===== config.mk =====
export PLATFORM = sky130hd
export DESIGN_NAME = npc_csr
export DESIGN_NICKNAME = d
export VERILOG_FILES = /design/src/design/npc_pkg.sv /design/src/design/npc_csr.sv
export SDC_FILE = /design/constraint.sdc
export NUM_CORES = 1
export LEC_CHECK = 0
export BUFFER_PORTS_ARGS = -buffer_cell sky130_fd_sc_hd__buf_2
export CORE_ASPECT_RATIO = 0.9
export CORE_UTILIZATION = 54
export CTS_BUF_LIST = sky130_fd_sc_hd__clkbuf_2 sky130_fd_sc_hd__clkbuf_4 sky130_fd_sc_hd__clkbuf_8
export CTS_CLUSTER_SIZE = 14
export DETAILED_ROUTE_END_ITERATION = 16
export PLACE_DENSITY_LB_ADDON = 0.15
export REMOVE_ABC_BUFFERS = 1
export SLEW_MARGIN = 0
export SYNTH_ARGS = -nofsm -noshare
export SYNTH_HDL_FRONTEND = slang
export SYNTH_SLANG_ARGS = --single-unit

===== constraint.sdc =====
create_clock -name i_clk -period 2.5 [get_ports i_clk]
set_input_delay 0.25 -clock i_clk [delete_from_list [all_inputs] [get_ports i_clk]]
set_output_delay 0.25 -clock i_clk [all_outputs]
set_load 0.005 [all_outputs]

===== src/design/npc_pkg.sv =====
// NPC shared package with widths, opcodes, CSR map and the decoded control bundle.
package npc_pkg;

  localparam int XLEN = 64;

  typedef logic [XLEN-1:0] xlen_t;
  typedef logic [31:0]     inst_t;
  typedef logic [4:0]      reg_idx_t;
  typedef logic [11:0]     csr_addr_t;

  localparam xlen_t RESET_PC = 64'h0000_0000_8000_0000;

  localparam csr_addr_t CSR_MSTATUS = 12'h300;
  localparam csr_addr_t CSR_MTVEC   = 12'h305;
  localparam csr_addr_t CSR_MEPC    = 12'h341;
  localparam csr_addr_t CSR_MCAUSE  = 12'h342;

  localparam xlen_t CAUSE_ECALL_M = 64'd11;

  localparam logic [6:0] OP_LUI    = 7'b0110111;
  localparam logic [6:0] OP_AUIPC  = 7'b0010111;
  localparam logic [6:0] OP_JAL    = 7'b1101111;
  localparam logic [6:0] OP_JALR   = 7'b1100111;
  localparam logic [6:0] OP_BRANCH = 7'b1100011;
  localparam logic [6:0] OP_LOAD   = 7'b0000011;
  localparam logic [6:0] OP_STORE  = 7'b0100011;
  localparam logic [6:0] OP_IMM    = 7'b0010011;
  localparam logic [6:0] OP_OP     = 7'b0110011;
  localparam logic [6:0] OP_IMM32  = 7'b0011011;
  localparam logic [6:0] OP_OP32   = 7'b0111011;
  localparam logic [6:0] OP_SYSTEM = 7'b1110011;

  typedef enum logic [3:0] {
    ALU_ADD, ALU_SUB, ALU_AND, ALU_OR, ALU_XOR, ALU_SLT, ALU_SLTU, ALU_SLL, ALU_SRL
  } alu_op_e;

  typedef enum logic {A_RS1, A_PC} alu_a_e;

  typedef enum logic [1:0] {B_RS2, B_IMM, B_FOUR} alu_b_e;

  typedef enum logic [3:0] {
    BR_NONE, BR_JAL, BR_JALR, BR_EQ, BR_NE, BR_LT, BR_GE, BR_LTU, BR_GEU
  } branch_e;

  typedef enum logic [2:0] {MEM_B, MEM_BU, MEM_W, MEM_WU, MEM_D} mem_op_e;

  typedef enum logic [1:0] {WB_ALU, WB_MEM, WB_CSR} wb_sel_e;

  typedef struct packed {
    alu_op_e alu_op;
    alu_a_e  alu_a;
    alu_b_e  alu_b;
    logic    word_cut;
    branch_e branch;
    logic    mem_rd;
    logic    mem_wr;
    mem_op_e mem_op;
    logic    reg_wr;
    wb_sel_e wb_sel;
    logic    csr_wr;
    logic    csr_set;  // csrrs, old value ORed with source.
    logic    sel_zimm;
    logic    ecall;
    logic    mret;
    logic    invalid;  // Ebreak or unknown encoding.
  } ctrl_t;

endpackage


===== src/design/npc_csr.sv =====
// NPC machine CSR block with trap entry and return targets.
module npc_csr (
  input  logic               i_clk,
  input  logic               i_arst_n,
  input  npc_pkg::ctrl_t     i_ctrl,
  input  logic               i_halted,
  input  npc_pkg::csr_addr_t i_addr,
  input  npc_pkg::xlen_t     i_wdata,
  input  npc_pkg::xlen_t     i_pc,
  output npc_pkg::xlen_t     o_rdata,
  output logic               o_redirect,
  output npc_pkg::xlen_t     o_target
);

  npc_pkg::xlen_t mstatus;
  npc_pkg::xlen_t mtvec;
  npc_pkg::xlen_t mepc;
  npc_pkg::xlen_t mcause;

  always_comb begin
    case (i_addr)
      npc_pkg::CSR_MSTATUS: o_rdata = mstatus;
      npc_pkg::CSR_MTVEC:   o_rdata = mtvec;
      npc_pkg::CSR_MEPC:    o_rdata = mepc;
      npc_pkg::CSR_MCAUSE:  o_rdata = mcause;
      default:              o_rdata = '0;
    endcase
  end

  always_ff @(posedge i_clk or negedge i_arst_n) begin
    if (!i_arst_n) begin
      mstatus <= '0;
      mtvec   <= '0;
      mepc    <= '0;
      mcause  <= '0;
    end else if (!i_halted) begin
      if (i_ctrl.ecall) begin
        mepc   <= i_pc;
        mcause <= npc_pkg::CAUSE_ECALL_M;
      end else if (i_ctrl.csr_wr) begin
        case (i_addr)
          npc_pkg::CSR_MSTATUS: mstatus <= i_wdata;
          npc_pkg::CSR_MTVEC:   mtvec   <= i_wdata;
          npc_pkg::CSR_MEPC:    mepc    <= i_wdata;
          npc_pkg::CSR_MCAUSE:  mcause  <= i_wdata;
          default: ;  // Unmapped, dropped.
        endcase
      end
    end
  end

  assign o_redirect = i_ctrl.ecall || i_ctrl.mret;
  assign o_target   = i_ctrl.mret ? mepc : mtvec;

endmodule


==> out/results.txt, run 1 <==
final setup vio count = 0
largest net degree at the start of global routing = 82
ANT cells = 0
Final nets = 1438
Std-Cell Rows = 52
Setup CP Type = input pin to primary output
r2r setup slk = 1670 ps
Syn Area/Cell = 13.49 um^2
max_cap viols = 0
crit path max-delay cell type = or4_4
post-synth cell types = 32
synth top area cells = dfrtp_1 51%, mux2_1 12%, mux2_2 11%
hold crit path type = input pin to flip-flop
Buffers on Ports = 274
Pint = 6997 uW
Clock Tree Buf Depth = 3
Floorplan Core Area = 0.02277 mm^2
PD cells = 573.4 mW/mm^2
Tightest Pin Transition = 642.7 ps
Seq pwr share = 48.4%
CTS Root Cell = clkbuf_8
antenna violations before repair = 1
fin crit period = 2438 ps
hold depth = 2
Die Y = 147.4 um
Synth Instances = 940
DR vias/cell = 5.930
top-count cell post-synth = dfrtp_1
I/O pin count = 298
clock transition at the registers of the reported paths = 50 ps
fin crit share = 97.52%
1st-iter DRT viols = 486
first-pass GRT wire length = 53360 um
Post-DRT Antenna Nets = 0
DR DRC count = 0
Post-synth EDFFs = 0
RR Endpoint = mepc[21]
status = complete, no violations
clock skew = 0 ps
H-tree Lvls = 2
GRT met1 Usage = 38.76%
CTS Sinks = 256
GRT Overall Usage = 28.21%
Worst VDD drop = 412.1 uV
top_reg_cell synth = dfrtp_1
via count = 9440
asr flop ratio synth = 100.0%
GR peak layer = met2
vias in the first global route = 9960
Ys Warns = 0
GRT met3 Usage = 4.489%
mapped cell area = 0.01268 mm^2
Worst Path Max Fanout = 17
Worst Setup End Kind = primary output
cell taking the most area after synthesis = dfrtp_1
reg2reg start = mepc[21]
Critical Path Source Type = input pin
Synth-to-Final Area Change = 26.44%
switching power share of the total = 23.88%
Initial Util = 55.68%
share of cells above drive strength 1 = 44.48%
leakage = 0.007919 uW
Synth top cells by count = 256 x dfrtp_1, 132 x mux2_1, 128 x a22oi_1, 128 x mux2_2, 62 x a22o_1
final RePlAce weighted congestion = 0.7650
per-cell routed wire length = 20.82 um
final hold slack = 18.25 ps
Clock Power Share = 40.6%
Pre-Repair DR Iteration Count = 5
WL final = 33150 um
CTS Buf Count = 43
fmax = 410.2 MHz
post-cts resize count = 0
critical path's largest stage delay = 570 ps
Seq/Total Area, Yosys = 50.52%
CP dominant cell by count = buf_2
worst endpoint data arrival time = 2190 ps
met2 Resource Use GR = 45.89%
die width = 163.5 um
crit-path cells = buf_2 -> or4_4 -> or3b_2 -> buf_4 -> o21ai_0 -> buf_2
number of synthesized register bits = 256
Worst-Skew Late Latency = 530 ps
setup TNS = 0 ps
Max Slew Vio Count = 0
Die Area = 0.02410 mm^2
share of the synthesized area in the top cell type = 50.52%
CP Capture Point = o_rdata[13]
Worst Path Required = 2250 ps
grt total ovfl = 0
logic gate share of total power = 10.9%
Slew headroom = 57.16%
post-DP HPWL = 20100 um
CTS tree = done
worst r2r path cells = 1
Final Hold Vio Count = 0
RSZ-0062 raised after global routing = no
CP startpoint = i_addr[1]
Psw = 2195 uW
## metrics by stage
step | area (um^2) | cells | setup WS [ps] | total power, uW | util, %
floorplan | 12260 | 858 | -4621 | 4902 | -
global placement | 14560 | 1460 | 19.24 | 5424 | 63.95
detailed placement | 14560 | 1460 | 25.81 | 5455 | 63.95
CTS | 16030 | 1592 | 27.62 | 9271 | 70.40
global route | 16030 | 1592 | 8.661 | 9594 | 70.40
finish | 16030 | 1592 | 62.03 | 9192 | 70.40
## cells by family (layout without fill, tap and decap cells)
group	count (synthesis)	after routing	synth area share, %
compound gates	258	258	14.63
flops	256	256	50.52
mux	320	320	30.20
simple gates	19	19	1.164
buf+inv	87	442	3.483
## registers in the layout (all words and copies together) (netlist names)
register  cells
mcause       64
mepc         64
mstatus      64
mtvec        64
## metal layers
layer,wire length [um],vias to the layer above
li1,-,4259
met1,14790,4762
met2,15610,357
met3,2046,60
met4,684,2
met5,13,-
## worst min path at each step
| stage | startpoint | to |
|---|---|---|
| after floorplan | i_arst_n | mcause[0] |
| after global placement | i_arst_n | mepc[27] |
| after detailed placement | i_arst_n | mepc[27] |
| after CTS | i_wdata[29] | mstatus[29] |
| after global routing | i_wdata[29] | mstatus[29] |
| final | i_wdata[56] | mcause[56] |
## what timing repair did
item	4_1_cts	5_1_grt
hold buffers	61	0
setup endpoints to repair	0	0
buffers inserted	0	0
hold endpoints to repair	240	0
## cell usage in the layout, fill, tap and decap left out, drive strengths merged, types with 3 or more instances in the layout
cell         instances
a22o                62
mux2               320
nand2                3
dfrtp              256
a2bb2oi              3
inv                  5
a22oi              128
clkbuf              69
dlygate4sd3         61
o21ai               65
nor4                 3
buf                305
## critical path: cells and delay by family
family	cells	cell delay [ps]
buffers and inverters	3	520
and+or+nand+nor	2	1080
AOI/OAI and AO/OA	1	320
## power by group through the flow
stage	clock network [uW]	registers, uW	logic, uW
floorplan	0	4490	416
global placement	0	4510	915
detailed placement	0	4520	933
CTS	3810	4450	1010
global route	4020	4480	1100
finish	3730	4450	1010
## area by class of cell
type,count,area [um^2]
inverter,5,18.77
tap,297,371.6
timing repair buffer,366,2490
sequential,256,6406
fill,1655,6740
clock buffer,69,849.6
clock inverter,2,10.01
multi-input combinational,597,5886
Note: power is estimated with default switching activity, not from simulation.
==> run 2: changes to the inputs <==
--- a/config.mk
+++ b/config.mk
@@ -5,12 +5,12 @@
 export SDC_FILE = /design/constraint.sdc
 export NUM_CORES = 1
 export LEC_CHECK = 0
-export BUFFER_PORTS_ARGS = -buffer_cell sky130_fd_sc_hd__buf_2
 export CORE_ASPECT_RATIO = 0.9
 export CORE_UTILIZATION = 54
 export CTS_BUF_LIST = sky130_fd_sc_hd__clkbuf_2 sky130_fd_sc_hd__clkbuf_4 sky130_fd_sc_hd__clkbuf_8
 export CTS_CLUSTER_SIZE = 14
 export DETAILED_ROUTE_END_ITERATION = 16
+export DONT_BUFFER_PORTS = 1
 export PLACE_DENSITY_LB_ADDON = 0.15
 export REMOVE_ABC_BUFFERS = 1
 export SLEW_MARGIN = 0
==> run 2 against run 1 <==
Net effect: largest cell class unchanged; combinational power down 24%; setup slack better by 210 ps; register-to-register slack is essentially flat; largest power group unchanged; final cell count shrank 14%; utilization decreased by 3.6 points; non-clock buffer count decreased by 214; the flow now finishes with violations (hold timing); clock power rose by 2%; global-route usage about the same.
==> out/results.txt, run 2 (same netlist as run 1, synthesis figures left out) <==
total power = 9016 uW (-1.9%)
Max Slew Vio Count = 0 (unchanged)
Worst-Skew Late Latency = 510 ps (-20 ps)
most frequent cells in the layout = 256 x dfrtp_1, 132 x mux2_1, 128 x a22oi_1, 128 x mux2_2, 128 x dlygate4sd3_1
Worst Path Max Fanout = 64 (+47)
CTS Sinks = 256 (unchanged)
Critical Path Source Type = input pin
Clock Power Share = 42.0% (+1.4 points)
WL final = 34190 um (+3.1%)
1st-iter DRT viols = 666 (+37%)
hold crit path type = input pin to async pin
GR peak layer = met2
Post-DRT Antenna Nets = 0 (unchanged)
switching power share of the total = 22.60% (-1.3 points)
CTS Buf Count = 42 (-2.3%)
leakage = 0.006901 uW (-13%)
I/O pin count = 298 (unchanged)
failing checks = hold timing
post-cts resize count = 0 (unchanged)
via count = 8812 (-6.7%)
status = finished, violations left
max_cap viols = 0 (unchanged)
final setup vio count = 0 (unchanged)
fin crit period = 2232 ps (-206.5 ps)
Seq pwr share = 49.5% (+1.1 points)
Synth-to-Final Area Change = 20.00%
CTS Root Cell = clkbuf_8
Pre-Repair DR Iteration Count = 5 (unchanged)
GRT met1 Usage = 36.74% (-2.0 points)
placed cell area = 0.01301 mm^2 (-11%)
Std-Cell Rows = 52 (unchanged)
worst endpoint data arrival time = 1980 ps (-210 ps)
Psw = 2038 uW (-7.1%)
Floorplan Core Area = 0.02277 mm^2 (unchanged)
first-pass GRT wire length = 52900 um (-0.87%)
Worst Path Required = 2250 ps (about the same)
most common cell after layout, fill and taps aside = dfrtp_1
placed insts = 1177 (-19%)
ANT cells = 0 (unchanged)
Buffers on Ports = 0 (-100%)
Initial Util = 55.68% (unchanged)
Final Hold Vio Count = 256 (+256)
die width = 163.5 um (unchanged)
Die Area = 0.02410 mm^2 (unchanged)
clock transition at the registers of the reported paths = 60 ps (about the same)
Die Y = 147.4 um (unchanged)
Final nets = 1223 (-15%)
per-cell routed wire length = 24.83 um (+19%)
vias in the first global route = 9436 (-5.3%)
design area = 0.01522 mm^2 (-5.1%)
final RePlAce weighted congestion = 0.8377 (+9.5%)
Worst VDD drop = 509.1 uV (+24%)
RSZ-0062 raised after global routing = no
Slew headroom = 48.81% (-8.3 points)
DR DRC count = 0 (unchanged)
Pint = 6978 uW (-0.27%)
H-tree Lvls = 2 (unchanged)
Clock Tree Buf Depth = 3 (unchanged)
Setup CP Type = input pin to primary output
DR vias/cell = 6.399 (+7.9%)
post-DP HPWL = 18710 um (-6.9%)
largest net degree at the start of global routing = 257 (+210%)
clock skew = 0 ps (unchanged)
antenna violations before repair = 0 (-1)
met2 Resource Use GR = 46.06% (+0.17 points)
GRT Overall Usage = 28.17% (-0.037 points)
grt total ovfl = 0 (unchanged)
logic gate share of total power = 8.5% (-2.4 points)
final hold slack = -579.0 ps (-597.3 ps)
fin crit share = 89.26% (-8.3 points)
fmax = 448.1 MHz (+9.3%)
GRT met3 Usage = 7.211% (+2.7 points)
Tightest Pin Transition = 767.8 ps (+125.1 ps)
PD cells = 592.6 mW/mm^2 (+3.3%)
final cell count without fillers = 1377 (-14%)
Worst Setup End Kind = primary output
share of cells above drive strength 1 = 27.22% (-17 points)
CTS tree = done
fillers = 1571 (-5.1%)
CTS Hold Buffers Added = 130 (+110%)
[run 2: cell types whose count changed in the layout (fill, tap and decap cells not counted)]
cell,change
clkinv_2,-1
buf_8,-1
clkbuf_4,-2
buf_2,-272
buf_16,+1
clkinvlp_4,+1
buf_12,-7
buf_4,-2
bufinv_16,+1
dlygate4sd3_1,+67
[run 2: metrics by stage]
stage / setup slack, ps / util [%] / setup TNS, ps
2_1_floorplan: -4621 / - / -1322610
3_3_place_gp: 193.7 / 57.13 / 0
3_5_place_dp: 176.2 / 57.13 / 0
4_1_cts: 270.2 / 66.82 / 0
5_1_grt: 146.3 / 66.82 / 0
6_report: 268.5 / 66.82 / 0
[run 2: final cells by class]
type	instances	area (um^2)	area share, %
multi-input cells	597	5886	38.68
flip-flops and latches	256	6406	42.10
inverters	5	18.77	0.1233
well taps	297	371.6	2.442
clock buffers	67	834.6	5.485
clock inverters	3	42.54	0.2796
repair buffers	152	1657	10.89
[run 2: worst paths after layout]
check	start	to	slack (ps)	cells past startpoint
setup / recovery	i_addr[10]	o_rdata[13]	270	6
hold / removal	i_arst_n	mepc[27]	-580	0
setup reg to reg	mepc[62]	mepc[62]	1660	1
hold reg to reg	mstatus[7]	mstatus[7]	490	1
max in group asynchronous	i_arst_n	mstatus[23]	2430	0
min in group i_clk	i_ctrl[2]	mepc[58]	30	2
[run 2: power groups by stage]
stage | Combinational (uW) | Clock (uW) | Sequential, uW
floorplan | 416 | 0 | 4490
global placement | 495 | 0 | 4500
detailed placement | 510 | 0 | 4520
CTS | 758 | 3870 | 4450
global route | 814 | 4070 | 4480
finish | 766 | 3790 | 4460
[run 2: worst max-delay path, stage by stage]
cell and delay [ps]:
nand4bb_1 410, nor3b_2 430, buf_12 390, a22oi_1 150
o21ai_0 170, buf_4 150
[run 2: what timing repair did]
item	CTS	global route
endpoints found under the hold margin	512	256
endpoints found under the setup margin	0	0
setup buffers	0	0
[run 2: layer usage]
metal	vias up	part of all wire (%)
met4	0	2.0
met5	-	0
met3	57	8.7
met1	4525	42
met2	412	48
li1	3818	-
==> run 3: changes to the inputs <==
--- a/config.mk
+++ b/config.mk
@@ -6,7 +6,7 @@
 export NUM_CORES = 1
 export LEC_CHECK = 0
 export CORE_ASPECT_RATIO = 0.9
-export CORE_UTILIZATION = 54
+export CORE_UTILIZATION = 50
 export CTS_BUF_LIST = sky130_fd_sc_hd__clkbuf_2 sky130_fd_sc_hd__clkbuf_4 sky130_fd_sc_hd__clkbuf_8
 export CTS_CLUSTER_SIZE = 14
 export DETAILED_ROUTE_END_ITERATION = 16
==> run 3 against run 2 <==
Net effect: via count about the same; critical path type unchanged; sequential power about the same; global-route usage down 1.7 points; hold slack better by 3.7 ps; critical endpoint is now o_rdata[2]; combinational power down 1%; utilization down 4.9 points; register-to-register slack about the same; first-iteration DRC count down 15%; clock skew unchanged; setup slack worse by 66 ps; the run still ends with hold timing left.
==> out/results.txt, run 3 (same netlist as run 1, synthesis figures left out) <==
fin crit period = 2297 ps (+65.88 ps)
Slew headroom = 54.58% (+5.8 points)
DR vias/cell = 6.228 (-2.7%)
status = finished, violations left
Post-DRT Antenna Nets = 0 (unchanged)
Std-Cell Rows = 54 (+3.8%)
Clock Power Share = 41.9% (about the same)
RSZ-0062 raised after global routing = no
PD cells = 590.3 mW/mm^2 (-0.38%)
final setup vio count = 0 (unchanged)
Final Hold Vio Count = 256 (unchanged)
Worst path top cell family by delay = simple AND/OR/NAND/NOR gates
Worst Path Max Fanout = 28 (-56%)
Critical Path Source Type = input pin
via count = 8813 (+0.011%)
FF/Latch Area = 0.006406 mm^2 (unchanged)
crit path buf inv count = 1 (-1)
Die Y = 153.1 um (+3.9%)
pre-CTS setup slack = 185.5 ps (+9.356 ps)
worst endpoint data arrival time = 2050 ps (+70 ps)
Setup Buffers After CTS = 0 (unchanged)
failing checks = hold timing
Synth-to-Final Area Change = 20.01% (about the same)
1st-iter DRT viols = 566 (-15%)
CTS Sinks = 256 (unchanged)
Die Area = 0.02600 mm^2 (+7.9%)
final RePlAce weighted congestion = 0.7863 (-6.1%)
clock skew = 0 ps (unchanged)
design area = 0.01522 mm^2 (about the same)
Pint = 6936 uW (-0.61%)
CTS Root Cell = clkbuf_8
Worst VDD drop = 385.4 uV (-24%)
fmax = 435.3 MHz (-2.9%)
per-cell routed wire length = 23.96 um (-3.5%)
logic gate share of total power = 8.4% (about the same)
fin crit share = 91.90% (+2.6 points)
share of cells above drive strength 1 = 27.09% (-0.14 points)
CTS Buf Count = 44 (+4.8%)
Initial Util = 51.56% (-4.1 points)
first-pass GRT wire length = 54140 um (+2.4%)
hold crit path type = input pin to async pin
Setup CP Type = input pin to primary output
Final nets = 1221 (-0.16%)
setup TNS = 0 ps (unchanged)
CTS tree = done
clock transition at the registers of the reported paths = 60 ps (about the same)
Max Slew Vio Count = 0 (unchanged)
largest net degree at the start of global routing = 257 (unchanged)
most common cell after layout, fill and taps aside = dfrtp_1
CTS Hold Buffers Added = 130 (unchanged)
Pre-Repair DR Iteration Count = 5 (unchanged)
WL final = 33910 um (-0.83%)
worst setup margin = 202.6 ps (-65.88 ps)
placed cell area = 0.01302 mm^2 (about the same)
Worst-Skew Late Latency = 520 ps (about the same)
Psw = 2047 uW (+0.42%)
post-DP HPWL = 18870 um (+0.86%)
Seq pwr share = 49.7% (+0.2 points)
vias in the first global route = 9617 (+1.9%)
critical path's largest stage delay = 500 ps (+70 ps)
die width = 169.9 um (+3.9%)
Clock Tree Buf Depth = 3 (unchanged)
DR DRC count = 0 (unchanged)
post-cts resize count = 0 (unchanged)
I/O pin count = 298 (unchanged)
area of the multi-input gates = 0.005886 mm^2 (unchanged)
Tightest Pin Transition = 681.3 ps (-86.47 ps)
final core occ = 61.87% (-4.9 points)
most frequent cells in the layout = 256 x dfrtp_1, 132 x mux2_1, 128 x a22oi_1, 128 x mux2_2, 128 x dlygate4sd3_1
Buffers on Ports = 0 (unchanged)
fillers = 1869 (+19%)
grt total ovfl = 0 (unchanged)
final hold slack = -575.3 ps (+3.719 ps)
GRT Overall Usage = 26.45% (-1.7 points)
crit-path cells = nand4bb_1 -> nor3b_2 -> buf_4 -> a22oi_1 -> o21ai_1
switching power share of the total = 22.79% (+0.18 points)
leakage = 0.006883 uW (-0.27%)
Worst Path Required = 2250 ps (about the same)
Worst Setup End Kind = primary output
antenna violations before repair = 1 (+1)
H-tree Lvls = 2 (unchanged)
Floorplan Core Area = 0.02459 mm^2 (+8.0%)
max_cap viols = 0 (unchanged)
crit path max-delay cell type = nor3b_2
[run 3: cell count changes in the layout (fill, tap and decap cells not counted)]
cell and change:
buf_12 -1, clkinvlp_4 -1, buf_4 -3, clkbuf_4 +4, bufinv_16 -1, diode_2 +1
[run 3: final cells by class]
class                   instances  area share [%]
multi-input cells             597           38.68
clock inverters                 1         0.03289
repair buffers                148           10.61
inverters                       5          0.1233
diodes                          1         0.01644
well taps                     336           2.763
clock buffers                  71           5.682
flip-flops and latches        256           42.10
[run 3: routing by layer]
metal | track usage, % | vias up | part of all wire, %
met4 | 8.323 | 0 | 2.2
met5 | 0 | - | 0
met2 | 42.72 | 377 | 47
met3 | 5.826 | 66 | 7.0
li1 | - | 3820 | -
met1 | 35.46 | 4550 | 44
[run 3: per-stage QoR]
step                      instances  total power [uW]
after floorplan                 858              4902
after global placement         1212              4999
after detailed placement       1212              5033
after CTS                      1414              9070
after global routing           1415              9344
final                          1415              8983
[run 3: power groups by stage]
stage / Combinational (uW) / Clock, uW / Sequential [uW]
CTS: 753 / 3860 / 4450
finish: 756 / 3770 / 4460
global route: 808 / 4050 / 4480
detailed placement: 507 / 0 / 4530
floorplan: 416 / 0 / 4490
global placement: 495 / 0 / 4500
[run 3: path summary, 6_finish.rpt]
kind,start,endpoint,slack [ps],cells past startpoint
setup / recovery,i_addr[10],o_rdata[2],200,5
hold / removal,i_arst_n,mepc[19],-580,0
setup reg to reg,mstatus[58],mstatus[58],1670,1
hold reg to reg,mstatus[3],mstatus[3],490,1
max in group asynchronous,i_arst_n,mtvec[2],2490,0
min in group i_clk,i_ctrl[2],mepc[41],40,2
